`src/common/lsuPkg.sv`:
```
// shared constants for the Sv32 load/store path and xlen stays 32 because walks assume Sv32
package lsuPkg;

  ////////////////////////////////////////
  // widths and access encodings
  ////////////////////////////////////////

  // data and address width of the whole path
  localparam int xlen = 32;

  // access kind driven alongside every request
  localparam logic [1:0] memRwNone  = 2'b00;
  localparam logic [1:0] memRwWrite = 2'b01;
  localparam logic [1:0] memRwRead  = 2'b10;

  // access size codes as they appear in RISC-V load and store funct3
  localparam logic [2:0] funct3Byte  = 3'b000;
  localparam logic [2:0] funct3Half  = 3'b001;
  localparam logic [2:0] funct3Word  = 3'b010;
  localparam logic [2:0] funct3ByteU = 3'b100;
  localparam logic [2:0] funct3HalfU = 3'b101;

  ////////////////////////////////////////
  // Sv32 fields
  ////////////////////////////////////////

  // page offset width and the width of each VPN slice
  localparam int pageShift = 12;
  localparam int vpnBits   = 10;

  // PTE flag positions, the PPN begins right above the RSW bits
  localparam int pteV   = 0;
  localparam int pteR   = 1;
  localparam int pteW   = 2;
  localparam int pteX   = 3;
  localparam int ppnLsb = 10;

  // state types, the arbiter states get explicit distinct codes
  typedef enum logic [1:0] {
    arbReady      = 2'b00,
    arbPtwPending = 2'b01,
    arbPtwActive  = 2'b10
  } arbState;

  typedef enum logic [2:0] {
    walkIdle, walkLevel1, walkLevel0, walkDone, walkFault
  } walkState;

endpackage

```
`src/lsu/lsuArb.sv`:
```
// shares one memory port between CPU and walker and the walker holds it for a whole walk
`timescale 1ns/1ps

module lsuArb (
  input  logic                    clk,
  input  logic                    rstN,
  // walker side
  input  logic                    hptwTranslate,
  input  logic [lsuPkg::xlen-1:0] hptwPAdr,
  output logic [lsuPkg::xlen-1:0] hptwReadPte,
  output logic                    hptwReady,
  // CPU side
  input  logic [1:0]              memRw,
  input  logic [2:0]              funct3,
  input  logic [lsuPkg::xlen-1:0] memAdr,
  input  logic [lsuPkg::xlen-1:0] writeData,
  output logic [lsuPkg::xlen-1:0] readData,
  output logic                    committed,
  output logic                    dataMisaligned,
  output logic                    dCacheStall,
  // memory side
  output logic [1:0]              lsuMemRw,
  output logic [2:0]              lsuFunct3,
  output logic [lsuPkg::xlen-1:0] lsuAdr,
  output logic [lsuPkg::xlen-1:0] lsuWriteData,
  input  logic [lsuPkg::xlen-1:0] lsuReadData,
  input  logic                    lsuCommitted,
  input  logic                    lsuMisaligned,
  input  logic                    dataStall
);
  import lsuPkg::*;

  arbState curState, nextState;
  logic    selPtw;

  ////////////////////////////////////////
  // ownership FSM
  ////////////////////////////////////////

  always_ff @(posedge clk) begin
    if (!rstN) begin
      curState <= arbReady;
    end else begin
      curState <= nextState;
    end
  end

  // a CPU access that is already stalling keeps the port until it completes
  // and only then does the walker get it
  always_comb begin
    nextState = curState;
    case (curState)
      arbReady: begin
        if (hptwTranslate) begin
          nextState = dataStall ? arbPtwPending : arbPtwActive;
        end
      end
      arbPtwPending: begin
        if (!dataStall) begin
          nextState = arbPtwActive;
        end
      end
      // stay for every PTE read of the walk and leave once translate drops
      arbPtwActive: begin
        if (!hptwTranslate) begin
          nextState = arbReady;
        end
      end
      default: nextState = arbReady;
    endcase
  end

  assign selPtw = (curState == arbPtwActive);

  ////////////////////////////////////////
  // request and response steering
  ////////////////////////////////////////

  // the walker only ever reads whole words
  // in the last active cycle translate is already low so the port goes idle
  assign lsuMemRw     = selPtw ? (hptwTranslate ? memRwRead : memRwNone) : memRw;
  assign lsuFunct3    = selPtw ? funct3Word : funct3;
  assign lsuAdr       = selPtw ? hptwPAdr : memAdr;
  assign lsuWriteData = selPtw ? '0 : writeData;

  // the CPU sees nothing from memory while the walker owns the port
  assign readData       = selPtw ? '0 : lsuReadData;
  assign committed      = selPtw ? 1'b0 : lsuCommitted;
  assign dataMisaligned = selPtw ? 1'b0 : lsuMisaligned;
  assign dCacheStall    = selPtw ? 1'b1 : dataStall;

  // a PTE read completes when the walker owns the port and memory stops stalling
  assign hptwReadPte = selPtw ? lsuReadData : '0;
  assign hptwReady   = selPtw & hptwTranslate & ~dataStall;

endmodule

```
`config.mk`:
```
export PLATFORM = sky130hd
export DESIGN_NAME = lsuArb
export DESIGN_NICKNAME = d
export VERILOG_FILES = /design/src/common/lsuPkg.sv /design/src/lsu/lsuArb.sv
export SDC_FILE = /design/constraint.sdc
export NUM_CORES = 1
export LEC_CHECK = 0
export ABC_CLOCK_PERIOD_IN_PS = 2460
export BUFFER_PORTS_ARGS = -buffer_cell sky130_fd_sc_hd__buf_2
export CAP_MARGIN = 40
export CORE_AREA = 2 2 108 110
export DETAILED_ROUTE_END_ITERATION = 8
export DIE_AREA = 0 0 110 112
export SLEW_MARGIN = 20
export SYNTH_ARGS = -nofsm -noshare
export SYNTH_HDL_FRONTEND = slang
export SYNTH_SLANG_ARGS = --single-unit
```
`constraint.sdc`:
```
create_clock -name clk -period 2.46 [get_ports clk]
set_input_delay 0.246 -clock clk [delete_from_list [all_inputs] [get_ports clk]]
set_output_delay 0.246 -clock clk [all_outputs]
set_load 0.02 [all_outputs]
```
; After elaboration in Yosys (flattened, before gate mapping)
; Index checks and enable logic that the tools add are counted.
[word_totals]
register_bits = 2
input_bits = 139
elab_cells = 26
[op_classes]
n_eq_ne = 5
n_mux = 15
bitwise = 3
n_reduce_logical = 2
[op_table]
columns = operator, count
row1 = 32-bit 2-to-1 mux, 4
row2 = 2-bit 2-to-1 mux, 6
row3 = "2-bit != test, second input constant", 3
row4 = 2-bit one-hot mux with 3 select lines, 1
row5 = 1-bit 2-to-1 mux, 3
row6 = 3-bit 2-to-1 mux, 1
row7 = 3-bit AND reduction, 1
row8 = 1-bit bitwise AND, 2
row9 = "2-bit by 1-bit equality test with 1-bit output, second input constant", 1
row10 = "2-bit equality test, second input constant", 1
row11 = 2-bit logical NOT, 1
row12 = 1-bit inverter, 1

; Depth between registers and ports, before layout
[logic_depth]
depth_word = 3
ltp_mapped = 5

; Least setup slack after synthesis
; Ideal clock, no wire load.
[synth_timing]
kind = register to output
from = register curState[0]
to = output hptwReady
arrival_ns = 1.274
required_time_ns = 2.214
setup_slack_ns = 0.940
stages_incl_launch_ff = 5
path_buffers = 2
path_cell_list = dfxtp_1 nand2b_1 buf_6 clkbuf_1 nor3b_1
[synth_between]
elab_chain_cells = 3
[synth_lines]
columns = element, line_no
row1 = from (decl), lsuArb.sv:33  ; arbState curState, nextState;
row2 = from (signal assigned), lsuArb.sv:42  ; curState <= arbReady;
row3 = from (signal assigned), lsuArb.sv:44  ; curState <= nextState;
row4 = 2-bit equality test, lsuArb.sv:73  ; assign selPtw = (curState == arbPtwActive);
row5 = 1-bit bitwise AND (2 in series), lsuArb.sv:94  ; assign hptwReady = selPtw & hptwTranslate & ~dataStall;
row6 = to (decl), lsuArb.sv:11  ; output logic hptwReady,
; No other way between the ends.

; Final worst setup path
[layout_timing]
from = register curState[0]
to = output lsuAdr[25] (netlist bit)
[layout_between]
elab_chain_cells = 2
[layout_lines]
columns = element, line_no
row1 = 2-bit equality test, lsuArb.sv:73
row2 = 32-bit 2-to-1 mux, lsuArb.sv:83  ; assign lsuAdr = selPtw ? hptwPAdr : memAdr;
row3 = to (decl), lsuArb.sv:24  ; output logic [lsuPkg::xlen-1:0] lsuAdr,
; No other way between the ends.

==> flow_summary.ini <==
[outcome]
status = finished, final reports clean

[cts]
ctsRootBufferMaster = clkbuf_16
htree_num_levels = 1
clk_path_buf_depth = 2
cts_sinks = 2
clkTransAtPathRegs_ns = 0.03
post_cts_buffers = 0
cts_inserted_buffers = 3
cts_tree = yes
ctsHoldBuffers = 0
clock_latency_ns = 0.22
ctsResizeCount = 0

[cells_and_area]
area_growth_pct = 113
diodes = 0
fillers = 1207
reg_top3 = curState x2
layout_common_cells = buf_2, and2_1, mux2_4
nets = 566
drive_gt1_share_pct = 73.9
largest_register_ffs = 2
layout_commonest_cell = buf_2
fin_area_sq_um = 2890
largest_register = curState
final_cells = 568

[pwr]
power.density_nw_per_um2 = 324
swShare_pct = 42.1
internal_power_mw = 0.542
power_frac_seq_pct = 3.9
peakVddDrop_v = 0.000299
clockPowerShare_pct = 26.1
switching_power_mw = 0.394
p_comb_share_pct = 69.9
leakage_nw = 1.80

[floorplan]
die_x_microns = 110
start_util_pct = 12.1
pin_count = 276
dieArea_sq_um = 12300
fp.dieH_microns = 112
num_rows = 39
coreArea_sq_um = 11200

[placement]
dpl.hpwl_mm = 5.33
dp_slack_ns = 0.814
placed_cells = 565
gp_congestion = 0.799
dpl_cell_area_sq_um = 2820
port_buffers = 275

[worst_hold_path]
hp-start = rstN
min_path_cells = 3
hold_end = curState[0]
holdCritPathClass = in2reg

[logic_synthesis]
syn-cell-area_sq_um = 1360
synth_fp_nets = 299
ys_warn_count = 0
synth_seq_area_share_pct = 2.95
ys_top_cells_by_area = and2_1, mux2_4, buf_6
synth-seq-cells = 2
netlist_instances = 160
synth.distinct_cells = 11
synth_top_cell_area_share_pct = 46.5
yosys.area.top_type = and2_1
avgSynthCellArea_sq_um = 8.48

[detailed_routing]
wire_per_inst_microns = 11.0
dr.first_iter.drc_count = 45
vias_per_cell = 3.62
ant_nets = 0
vias = 2057
first_pass_iters = 4
wl_mm = 6.28
drc = 0

[setup_path]
crit_arrival_ns = 1.67
required_ns = 2.21
worstRegToRegCells = 2
critPathKind = reg2out
end_kind = primary output
r2r_slack_ns = 1.67
slowest_stage = dfxtp_1
cp_cell_sequence = nand2b_4 -> buf_12 -> mux2_4 -> buf_2
path_buf_inv = 2
reg2reg_from = curState[0]
crit_path_max_fanout = 105
timing.rr.end = curState[1]
cpLargestDelayFamily = buffers and inverters
startpoint_type = register
cpPeakStageDelay_ns = 0.35

[timing]
relSlewSlack_pct = 65.2
hold_viol = 0
finalSetupTns_ns = 0
maxClockFrequency_mhz = 521
fin_crit_ns = 1.92
clock_skew_ns = 0.00213
rsz0062_at_grt = no
setup_ws_ns = 0.541
slew_viol_final = 0
finalSetupViolCount = 0
fin_crit_sh_pct = 78.0
tightest_slew_ns = 0.522

[flow_run]
maxCapViolCount = 0

[global_route]
grt_overflow = 0
antenna_found_initial = 0
grt_pass1_wl_mm = 8.54
grt_max_degree = 106
grt_use_total_pct = 8.78
first_global_vias = 1820
[metrics by stage]
step / hold slack (ns) / power [mW] / util (%)
floorplan: 0.423 / 0.444 / -
global placement: 0.472 / 0.694 / 25.2
detailed placement: 0.480 / 0.696 / 25.2
CTS: 0.310 / 0.948 / 25.9
global route: 0.356 / 0.994 / 25.9
finish: 0.316 / 0.936 / 25.9
[cells in the mapped netlist (all sizes together)]
library cell,n
a211oi,1
and2,101
and2b,1
buf,10
clkbuf,5
dfxtp,2
mux2,33
nand2b,3
nor2b,2
nor3b,1
o21ai,1
[logic make-up after synthesis]
kind of cell	after synthesis	synth area share (%)
AO/OA/AOI/OAI	2	0.922
flip-flops	2	2.95
AND/OR/NAND/NOR	108	50.0
multiplexers	33	36.5
buffers and inverters	15	9.68
[power groups by stage]
stage               Combinational, mW  Sequential [mW]  Clock, mW
finish                          0.655           0.0366      0.245
global route                    0.704           0.0369      0.253
CTS                             0.661           0.0366      0.251
detailed placement              0.659           0.0370          0
global placement                0.658           0.0369          0
floorplan                       0.408           0.0360          0
[worst min-delay path, delay by kind of cell]
| family | cells | cell delay, ns |
|---|---|---|
| AO/OA/AOI/OAI | 1 | 0.09 |
| buffers and inverters | 1 | 0.09 |
| AND/OR/NAND/NOR | 1 | 0.05 |
[per-layer routing]
layer	track usage [%]	part of all wire (%)	vias up
met3	0.995	11	2
met2	16.9	51	143
met5	0	0	-
met1	9.79	38	873
li1	-	-	1039
met4	2.53	0.64	0
[area by class of cell]
class	instances	area, sq um	share of cell area (%)
sequential	2	40.0	1.38
timing repair buffer	277	1400	48.6
clock buffer	3	75.1	2.60
multi-input combinational	143	1190	41.3
tap	143	179	6.19
[worst max-delay path by stage]
stage	cells past startpoint	endpoint	slack [ns]	startpoint
4_1_cts	4	lsuAdr[14]	0.57	curState[0]
3_5_place_dp	4	lsuAdr[14]	0.81	curState[0]
5_1_grt	4	lsuAdr[19]	0.47	curState[0]
6_report	4	lsuAdr[25]	0.54	curState[0]
2_1_floorplan	4	hptwReady	0.94	curState[0]
3_3_place_gp	4	lsuAdr[17]	0.83	curState[0]
No activity file was read; power rests on OpenSTA's default activity.
