[config.mk]
export PLATFORM = sky130hd
export DESIGN_NAME = pageTableWalker
export DESIGN_NICKNAME = d
export VERILOG_FILES = /design/src/common/lsuPkg.sv /design/src/lsu/pageTableWalker.sv
export SDC_FILE = /design/constraint.sdc
export NUM_CORES = 1
export LEC_CHECK = 0
export BUFFER_PORTS_ARGS = -buffer_cell sky130_fd_sc_hd__buf_2
export CORE_ASPECT_RATIO = 1.25
export CORE_MARGIN = 3
export CORE_UTILIZATION = 40
export DETAILED_ROUTE_END_ITERATION = 8
export MAX_ROUTING_LAYER = met4
export PLACE_DENSITY = 0.72
export SLEW_MARGIN = 20
export SYNTH_ARGS = -nofsm -noshare
export SYNTH_HDL_FRONTEND = slang
export SYNTH_SLANG_ARGS = --single-unit
[constraint.sdc]
create_clock -name clk -period 10.7 [get_ports clk]
set_input_delay 1.07 -clock clk [delete_from_list [all_inputs] [get_ports clk]]
set_output_delay 1.07 -clock clk [all_outputs]
set_load 0.02 [all_outputs]
[src/common/lsuPkg.sv]
// shared constants for the Sv32 load/store path and xlen stays 32 because walks assume Sv32
package lsuPkg;

  ////////////////////////////////////////
  // widths and access encodings
  ////////////////////////////////////////

  // data and address width of the whole path
  localparam int xlen = 32;

  // access kind driven alongside every request
  localparam logic [1:0] memRwNone  = 2'b00;
  localparam logic [1:0] memRwWrite = 2'b01;
  localparam logic [1:0] memRwRead  = 2'b10;

  // access size codes as they appear in RISC-V load and store funct3
  localparam logic [2:0] funct3Byte  = 3'b000;
  localparam logic [2:0] funct3Half  = 3'b001;
  localparam logic [2:0] funct3Word  = 3'b010;
  localparam logic [2:0] funct3ByteU = 3'b100;
  localparam logic [2:0] funct3HalfU = 3'b101;

  ////////////////////////////////////////
  // Sv32 fields
  ////////////////////////////////////////

  // page offset width and the width of each VPN slice
  localparam int pageShift = 12;
  localparam int vpnBits   = 10;

  // PTE flag positions, the PPN begins right above the RSW bits
  localparam int pteV   = 0;
  localparam int pteR   = 1;
  localparam int pteW   = 2;
  localparam int pteX   = 3;
  localparam int ppnLsb = 10;

  // state types, the arbiter states get explicit distinct codes
  typedef enum logic [1:0] {
    arbReady      = 2'b00,
    arbPtwPending = 2'b01,
    arbPtwActive  = 2'b10
  } arbState;

  typedef enum logic [2:0] {
    walkIdle, walkLevel1, walkLevel0, walkDone, walkFault
  } walkState;

endpackage

[src/lsu/pageTableWalker.sv]
// two-level Sv32 walker that keeps the low 32 bits of physical addresses and checks no permissions
`timescale 1ns/1ps

module pageTableWalker (
  input  logic                                      clk,
  input  logic                                      rstN,
  // client side
  input  logic [lsuPkg::xlen-lsuPkg::pageShift-1:0] satpPpn,
  input  logic                                      walkReq,
  input  logic [lsuPkg::xlen-1:0]                   walkVAdr,
  output logic                                      walkDone,
  output logic                                      walkFault,
  output logic [lsuPkg::xlen-1:0]                   walkPAdr,
  // arbiter side
  output logic                                      hptwTranslate,
  output logic [lsuPkg::xlen-1:0]                   hptwPAdr,
  input  logic [lsuPkg::xlen-1:0]                   hptwReadPte,
  input  logic                                      hptwReady
);
  import lsuPkg::*;

  // PPN bits that still fit into a 32 bit physical address
  localparam int ppnW = xlen - pageShift;

  walkState             curState, nextState;
  logic [xlen-1:0]      vAdr;
  logic [xlen-1:0]      l0Adr;
  logic [xlen-1:0]      pAdrReg;
  logic [ppnW-1:0]      ptePpn;
  logic [vpnBits-1:0]   vpn1, vpn0;
  logic [pageShift-1:0] pageOff;
  logic                 pteValid, pteLeaf;

  ////////////////////////////////////////
  // PTE decode
  ////////////////////////////////////////

  assign vpn1    = vAdr[pageShift+vpnBits +: vpnBits];
  assign vpn0    = vAdr[pageShift +: vpnBits];
  assign pageOff = vAdr[pageShift-1:0];

  assign ptePpn   = hptwReadPte[ppnLsb +: ppnW];
  assign pteValid = hptwReadPte[pteV];
  assign pteLeaf  = hptwReadPte[pteR] | hptwReadPte[pteX];

  ////////////////////////////////////////
  // walk FSM
  ////////////////////////////////////////

  always_ff @(posedge clk) begin
    if (!rstN) begin
      curState <= walkIdle;
    end else begin
      curState <= nextState;
    end
  end

  // the result states share their names with the output ports
  // so they are always written with the package scope here
  always_comb begin
    nextState = curState;
    case (curState)
      walkIdle: begin
        if (walkReq) begin
          nextState = walkLevel1;
        end
      end
      walkLevel1: begin
        if (hptwReady) begin
          if (!pteValid)    nextState = lsuPkg::walkFault;
          else if (pteLeaf) nextState = lsuPkg::walkDone;
          else              nextState = walkLevel0;
        end
      end
      // a pointer at level 0 has nowhere left to go
      walkLevel0: begin
        if (hptwReady) begin
          if (pteValid && pteLeaf) nextState = lsuPkg::walkDone;
          else                     nextState = lsuPkg::walkFault;
        end
      end
      // hold the result until the client drops its request
      lsuPkg::walkDone, lsuPkg::walkFault: begin
        if (!walkReq) begin
          nextState = walkIdle;
        end
      end
      default: nextState = walkIdle;
    endcase
  end

  // the virtual address is sampled once so the client may change it mid walk
  // the result address is only meaningful when no fault is flagged
  always_ff @(posedge clk) begin
    if (curState == walkIdle && walkReq) begin
      vAdr <= walkVAdr;
    end
    if (curState == walkLevel1 && hptwReady) begin
      l0Adr   <= {ptePpn, vpn0, 2'b00};
      pAdrReg <= {ptePpn[ppnW-1:vpnBits], vpn0, pageOff};
    end
    if (curState == walkLevel0 && hptwReady) begin
      pAdrReg <= {ptePpn, pageOff};
    end
  end

  // the first read indexes the root table by VPN[1]
  assign hptwPAdr      = (curState == walkLevel0) ? l0Adr : {satpPpn, vpn1, 2'b00};
  assign hptwTranslate = (curState == walkLevel1) || (curState == walkLevel0);

  assign walkDone  = (curState == lsuPkg::walkDone) || (curState == lsuPkg::walkFault);
  assign walkFault = (curState == lsuPkg::walkFault);
  assign walkPAdr  = pAdrReg;

endmodule

# --- After elaboration in Yosys (flattened, before gate mapping) ---
# Index checks and enable logic that the tools add are counted.
totals:
  reg_bits: 97
  latch_bits: 0
  mem_bits_rw: 0
  mem_bits_ro: 0
  in_bits: 88
  output_inout_bits: 67
  wordCells: 34
  n_memories: 0
op_classes:
  add_sub_neg: 0
  mul: 0
  div: 0
  n_lt_le_gt_ge: 0
  n_eq_ne: 8
  shift: 0
  muxes: 11
  n_bitwise: 1
  n_reduce_logical: 10
op_table:
  columns: ["cell", "count"]
  rows:
  - ["$mux W32", 3]
  - ["$mux W3", 6]
  - ["$pmux W3 S4", 1]
  - ["$ne A2 B2 Y1 const B", 4]
  - ["$eq A3 B2 Y1 const B", 2]
  - ["$logic_and A1 B1 Y1", 4]
  - ["$reduce_and A4 Y1", 1]
  - ["$eq A3 B1 Y1 const B", 1]
  - ["$eq A3 B3 Y1 const B", 1]
  - ["$logic_not A3 Y1", 1]
  - ["$logic_or A1 B1 Y1", 2]
  - ["$reduce_bool A2 Y1", 1]
  - ["$reduce_or A2 Y1", 1]
  - ["$mux W1", 1]
  - ["$or A1 B1 Y1", 1]

# --- Depth between registers and ports, before layout ---
# Gate-level depths: netlist of the first run.
depth:
  word_depth: 5
  depth_mapped: 5
  ltp_nobuf: 4

# --- Worst setup path before layout of the first run ---
# No wires, ideal clock.
synth_path:
  path_kind: "input to register"
  startpoint: "input port walkReq"
  endpoint: "register vAdr[0], enable pin"
  setup_time_ns: 0.461
  arrival_time_ns: 3.366
  required_ns: 10.239
  path_slack_ns: 6.873
  stages: 2
  path_buffers: 0
  path_cell_list: "nand2b_1 nor3_1"
synth_via:
  elab_chain_len: 1
synth_rtl:
  columns: ["element", "line", "source"]
  rows:
  - ["start: declaration", "pageTableWalker.sv:9", "input logic walkReq,"]
  - ["$logic_and A1 B1 Y1", "pageTableWalker.sv:95", "if (curState == walkIdle && walkReq) begin"]
  - ["end signal: assignment", "pageTableWalker.sv:96", "vAdr <= walkVAdr;"]
  - ["end: declaration", "pageTableWalker.sv:26", "logic [xlen-1:0] vAdr;"]
# No other way between the ends.
# A chain may end at the register's enable or synchronous reset.

# --- Worst setup path in the final report of the first run ---
layout_path:
  startpoint: "register curState[1]"
  endpoint: "output port hptwPAdr[31] (netlist bit)"
layout_via:
  elab_chain_len: 2
layout_rtl:
  columns: ["element", "line", "source"]
  rows:
  - ["start: declaration", "pageTableWalker.sv:25", "walkState curState, nextState;"]
  - ["start signal: assignment", "pageTableWalker.sv:52", "curState <= walkIdle;"]
  - ["start signal: assignment", "pageTableWalker.sv:54", "curState <= nextState;"]
  - ["$eq A3 B2 Y1", "pageTableWalker.sv:108", "assign hptwPAdr = (curState == walkLevel0) ? l0Adr : {satpPpn, vpn1, 2'b00};"]
  - ["$mux W32", "pageTableWalker.sv:108", null]
  - ["end: declaration", "pageTableWalker.sv:16", "output logic [lsuPkg::xlen-1:0] hptwPAdr,"]
# No other way between the ends.

==> impl_metrics.toml, run 1 <==
[cells_and_area]
area_growth_pct = 29.9
fin_util_pct = 53.5
fillers = 785
fin_nets = 418
layout.cells.non_filler = 458
layout-drive-gt1-share_pct = 62.6

[pwr]
pwr-share-comb_pct = 12.6
static-leakage-power_uw = 0.00198
max-vdd-ir-drop_v = 0.000107
p_clk_share_pct = 35.3
power_per_cell_area_nw_per_um2 = 180
intPower_uw = 680
p_switching_uw = 205
power.share.switching_pct = 23.2
total_power_uw = 886
power_frac_seq_pct = 52.1

[clock_network]
htreeDepth = 3
cts_tree = "done"
clock-root-buffer = "clkbuf_16"
cts_resized = 0
clock_path_buffers = 2
clkSlewWorstSetupHoldPaths_ps = 70
cts.sinks = 97
clk_latency_ps = 340
numCtsBuffers = 9
post_cts_buffers = 0
hold_buffers = 0

[floorplanning]
rows = 39
die_area_um2 = 10700
num_io_pins = 155
fp.dieW_um = 92.9
die_height_um = 115
start_util_pct = 41.2
coreArea_um2 = 9170

[routing]
first_pass_iters = 4
via_per_inst = 4.65
antenna_left = 0
wl_per_cell_um = 16.1
vias = 2128
routed-wl-met3_um = 572
dr_wl_met2_um = 3920
detail_route.iter0.violations = 54
drc = 0
top_layer = "met4"
wl_met1_um = 2720
routed_wl_um = 7380

[global_routing]
grt_overflow = 0
grt_pass1_vias = 2095
grt_usage_pct = 14.4
antenna_found_initial = 1
grt_max_degree = 33
grt_pass1_wl_um = 10900

[status]
status = "finished, final reports clean"

[run]
drv_cap = 0

[worst_setup_path]
crit_required_ps = 9630
cp.arrival_ps = 2070
endpoint_kind = "primary output"
start_kind = "register"
crit_chain = "and2_4, mux2_4, buf_2"
worst-path-max-fanout = 30
crit_type = "register to primary output"
cpPeakStageDelay_ps = 630
critPathSlowestCell = "and2_4"
r2r_cells = 3

[place]
dpl.hpwl_um = 5240
port_buffers = 143
placed_cells = 442
place.gp.congestion = 0.756

[timing]
period_needed_ps = 3140
rsz0062_at_grt = "no"
max_freq_mhz = 318
relSlewSlack_pct = 36.4
timing.final.max_slew_violations = 0
setup_viol = 0
tns_ps = 0
fin_crit_sh_pct = 29.4
worst_pin_slew_ps = 950
skew_ps = 6.74
finalHoldViolCount = 0

[worst_hold_path]
whs_path_depth = 0
hold_path.class = "register to register"

[synthesis]
synth_cells = 181
synth-warning-count = 0
ys_seq_elements = 97
netlist_area_um2 = 3780
synth.avg_cell_area_um2 = 20.9
synth-seq-area-share_pct = 76.3
synth.distinct_cells = 28
[Yosys cell counts]
| cell | number | share of area (%) |
|---|---|---|
| buf_6 | 4 | 1.2 |
| a32o_1 | 1 | 0.26 |
| o221a_2 | 1 | 0.30 |
| and3_4 | 1 | 0.30 |
| buf_2 | 2 | 0.26 |
| and3_1 | 1 | 0.17 |
| nor3b_1 | 1 | 0.20 |
| nand2b_1 | 4 | 0.66 |
| nand2_1 | 6 | 0.60 |
| and2b_2 | 1 | 0.23 |
| a21oi_1 | 2 | 0.26 |
| edfxtp_1 | 94 | 75 |
| mux2_4 | 40 | 16 |
| nor2_1 | 3 | 0.30 |
| o21ai_2 | 1 | 0.23 |
| nor3_1 | 1 | 0.13 |
| inv_1 | 1 | 0.099 |
| mux2i_1 | 1 | 0.26 |
| o21ai_0 | 3 | 0.40 |
| nor2_2 | 1 | 0.17 |
| a311oi_2 | 1 | 0.40 |
| dfxtp_1 | 3 | 1.6 |
| nand4_1 | 1 | 0.17 |
| o22ai_1 | 2 | 0.33 |
| conb_1 | 1 | 0.099 |
| and2_4 | 1 | 0.23 |
| and2_1 | 1 | 0.17 |
| buf_4 | 2 | 0.40 |
[state kept, by name (all words and copies together) (netlist names)]
name,cells
curState,3
walkPAdr,32
l0Adr,30
vAdr,32
[cells in the final DEF (no fill, tap or decap), drive strengths merged, types with 2 or more instances in the layout]
cell type	instances
o21ai	4
nand2	6
mux2	40
and2	2
nor2	4
clkbuf	9
a21oi	2
inv	2
o22ai	2
edfxtp	94
dfxtp	3
clkinv	3
buf	145
nand2b	4
and3	2
conb	2
[cell type report]
class / count / area [µm²] / area share (%)
Inverter: 1 / 3.75 / 0.0765
Antenna cell: 1 / 2.50 / 0.0510
Sequential cell: 97 / 2880 / 58.7
Multi-Input combinational cell: 76 / 843 / 17.2
Timing Repair Buffer: 145 / 731 / 14.9
Clock buffer: 9 / 225 / 4.59
Tap cell: 123 / 154 / 3.13
Clock inverter: 6 / 67.6 / 1.38
[per-stage QoR]
stage	cell area, µm²	hold slack, ps	setup WS (ps)
final	4910	415	7560
after global routing	4910	425	7450
after CTS	4900	417	7540
after detailed placement	4610	405	7740
after global placement	4610	401	7750
after floorplan	3780	400	6870
[worst max-delay path: cells and delay by family, from the launching register on]
family | cells | cell delay, ps
and+or+nand+nor | 1 | 630
DFF | 1 | 580
muxes | 1 | 350
buffers and inverters | 1 | 160
[layer usage]
metal / vias to the layer above / GRT usage [%]
met3: 14 / 4.60
met4: 0 / 6.84
met1: 1013 / 15.2
met5: - / -
met2: 92 / 24.5
li1: 1009 / -
[final timing paths]
check | from | end | slack (ps)
worst max register to register | curState[0] | l0Adr[10] | 8340
worst min register to register | vAdr[2] | walkPAdr[2] | 420
worst max-delay path | curState[1] | hptwPAdr[31] | 7560
worst min-delay path | vAdr[2] | walkPAdr[2] | 420
[power by group through the flow]
stage          clock [µW]  combinational [µW]  sequential, µW
2_1_floorplan           0                63.2             477
3_3_place_gp            0                 111             468
3_5_place_dp            0                 113             469
4_1_cts               322                 114             461
5_1_grt               338                 120             463
6_report              313                 112             461
[cell families (layout without fill, tap and decap cells)]
group	count (synthesis)	after routing	synth area share, %
DFF	97	97	76.3
and+or+nand+nor	22	22	3.31
muxes	41	41	16.2
other	1	3	0.0992
AOI/OAI and AO/OA	11	11	2.19
buffers and inverters	9	161	1.95
Note: power is estimated with default switching activity, not from simulation.
==> run 2, diff against run 1 <==
PLACE_DENSITY = 0.75   (was 0.72)
clock period = 2.55 ns   (was 10.7 ns; I/O delays follow)
==> impl_metrics.toml, run 2 (synthesis results as in run 1) <==
[status]
status = "finished, final reports clean"

[pwr]
max-vdd-ir-drop_v = 0.000435
power_per_cell_area_nw_per_um2 = 761
total_power_uw = 3780
static-leakage-power_uw = 0.00201

[clock_network]
cts.sinks = 97
hold_buffers = 0
htreeDepth = 3
clock_path_buffers = 2
cts_tree = "done"
clk_latency_ps = 330
post_cts_buffers = 0
clkSlewWorstSetupHoldPaths_ps = 70
clock-root-buffer = "clkbuf_16"
numCtsBuffers = 9
cts_resized = 0

[worst_hold_path]
holdCritStartpoint = "walkVAdr[9]"
hold_end = "vAdr[9]"
whs_path_depth = 1
hold_path.class = "input port to register"

[floorplanning]
coreArea_um2 = 9170
fp.dieW_um = 92.9
die_height_um = 115
rows = 39
num_io_pins = 155
start_util_pct = 41.2
die_area_um2 = 10700

[worst_setup_path]
reg2reg_from = "curState[0]"
r2r_cells = 4
cp.arrival_ps = 2070
crit_required_ps = 2300
r2r_slack_ps = 600
crit_type = "register to primary output"
worstReg2RegEnd = "walkPAdr[27]"
worst-path-max-fanout = 30
start_kind = "register"
endpoint_kind = "primary output"

[timing]
finalHoldViolCount = 0
setup_viol = 0
period_needed_ps = 2320
rsz0062_at_grt = "no"
timing.final.max_slew_violations = 0
fin_crit_sh_pct = 91.1
tns_ps = 0
worst_pin_slew_ps = 593
skew_ps = 7.45
relSlewSlack_pct = 60.5
max_freq_mhz = 430

[run]
drv_cap = 0

[global_routing]
grt_usage_pct = 14.0
grt_pass1_vias = 2156
grt_max_degree = 33
grt_pass1_wl_um = 10700
antenna_found_initial = 0
grt_overflow = 0

[routing]
first_pass_iters = 5
drc = 0
antenna_left = 0
vias = 2137
detail_route.iter0.violations = 86
routed_wl_um = 7350
wl_per_cell_um = 15.9
via_per_inst = 4.63

[place]
place.gp.congestion = 0.759
port_buffers = 143
dpl.hpwl_um = 5400

[cells_and_area]
layout-drive-gt1-share_pct = 63.1
mostFrequentLayoutCells = "buf_2, edfxtp_1, mux2_4"
area_growth_pct = 31.3
fin_nets = 422
final_common_cell = "buf_2"
antenna_cells = 0
==> run 2: changes by cell type in the layout (fill, tap and decap cells not counted), sizes merged <==
cell and change:
inv +2, buf +4, clkinv -1, diode -1
==> run 2: layer usage <==
metal | GRT usage, % | vias to the layer above | wire [µm]
met5 | - | - | 0
met4 | 6.35 | 0 | 161
met3 | 3.35 | 12 | 567
met2 | 23.8 | 97 | 3830
met1 | 15.5 | 1019 | 2790
li1 | - | 1009 | -
==> run 2: how the worst max path moves through the flow <==
stage / startpoint / end / slack [ps]
final: curState[1] / hptwPAdr[18] / 230
after global routing: curState[1] / hptwPAdr[11] / 90
after CTS: curState[1] / hptwPAdr[11] / 210
after detailed placement: curState[1] / hptwPAdr[11] / 580
after global placement: curState[1] / hptwPAdr[11] / 600
after floorplan: curState[1] / walkPAdr[0] / 190
==> run 2: cell type report <==
class                           instances  area [µm²]
Clock buffer                            9         225
Clock inverter                          7        87.6
Fill cell                             778        4210
Inverter                                1        3.75
Multi-Input combinational cell         76         848
Sequential cell                        97        2880
Tap cell                              123         154
Timing Repair Buffer                  149         761
==> run 2: worst max-delay path: stages, from the launching register on <==
cell     delay, ps
dfxtp_1        580
and2_4         630
mux2_4         340
buf_2          170
==> run 2: power by group <==
group          internal (µW)  total, µW  switching, µW
sequential              1890       1930           40.8
clock                    780       1370            587
combinational            209        478            269
total                   2880       3780            897
==> run 2: stage by stage <==
step	setup slack [ps]	hold WS, ps	cell area, µm²	instances	util [%]
5_1_grt	90.9	74.7	4960	462	54.1
4_1_cts	206	77.4	4960	462	54.1
2_1_floorplan	190	354	3790	182	-
6_report	226	89.4	4960	462	54.1
3_5_place_dp	583	405	4650	446	50.7
3_3_place_gp	600	400	4650	446	50.7
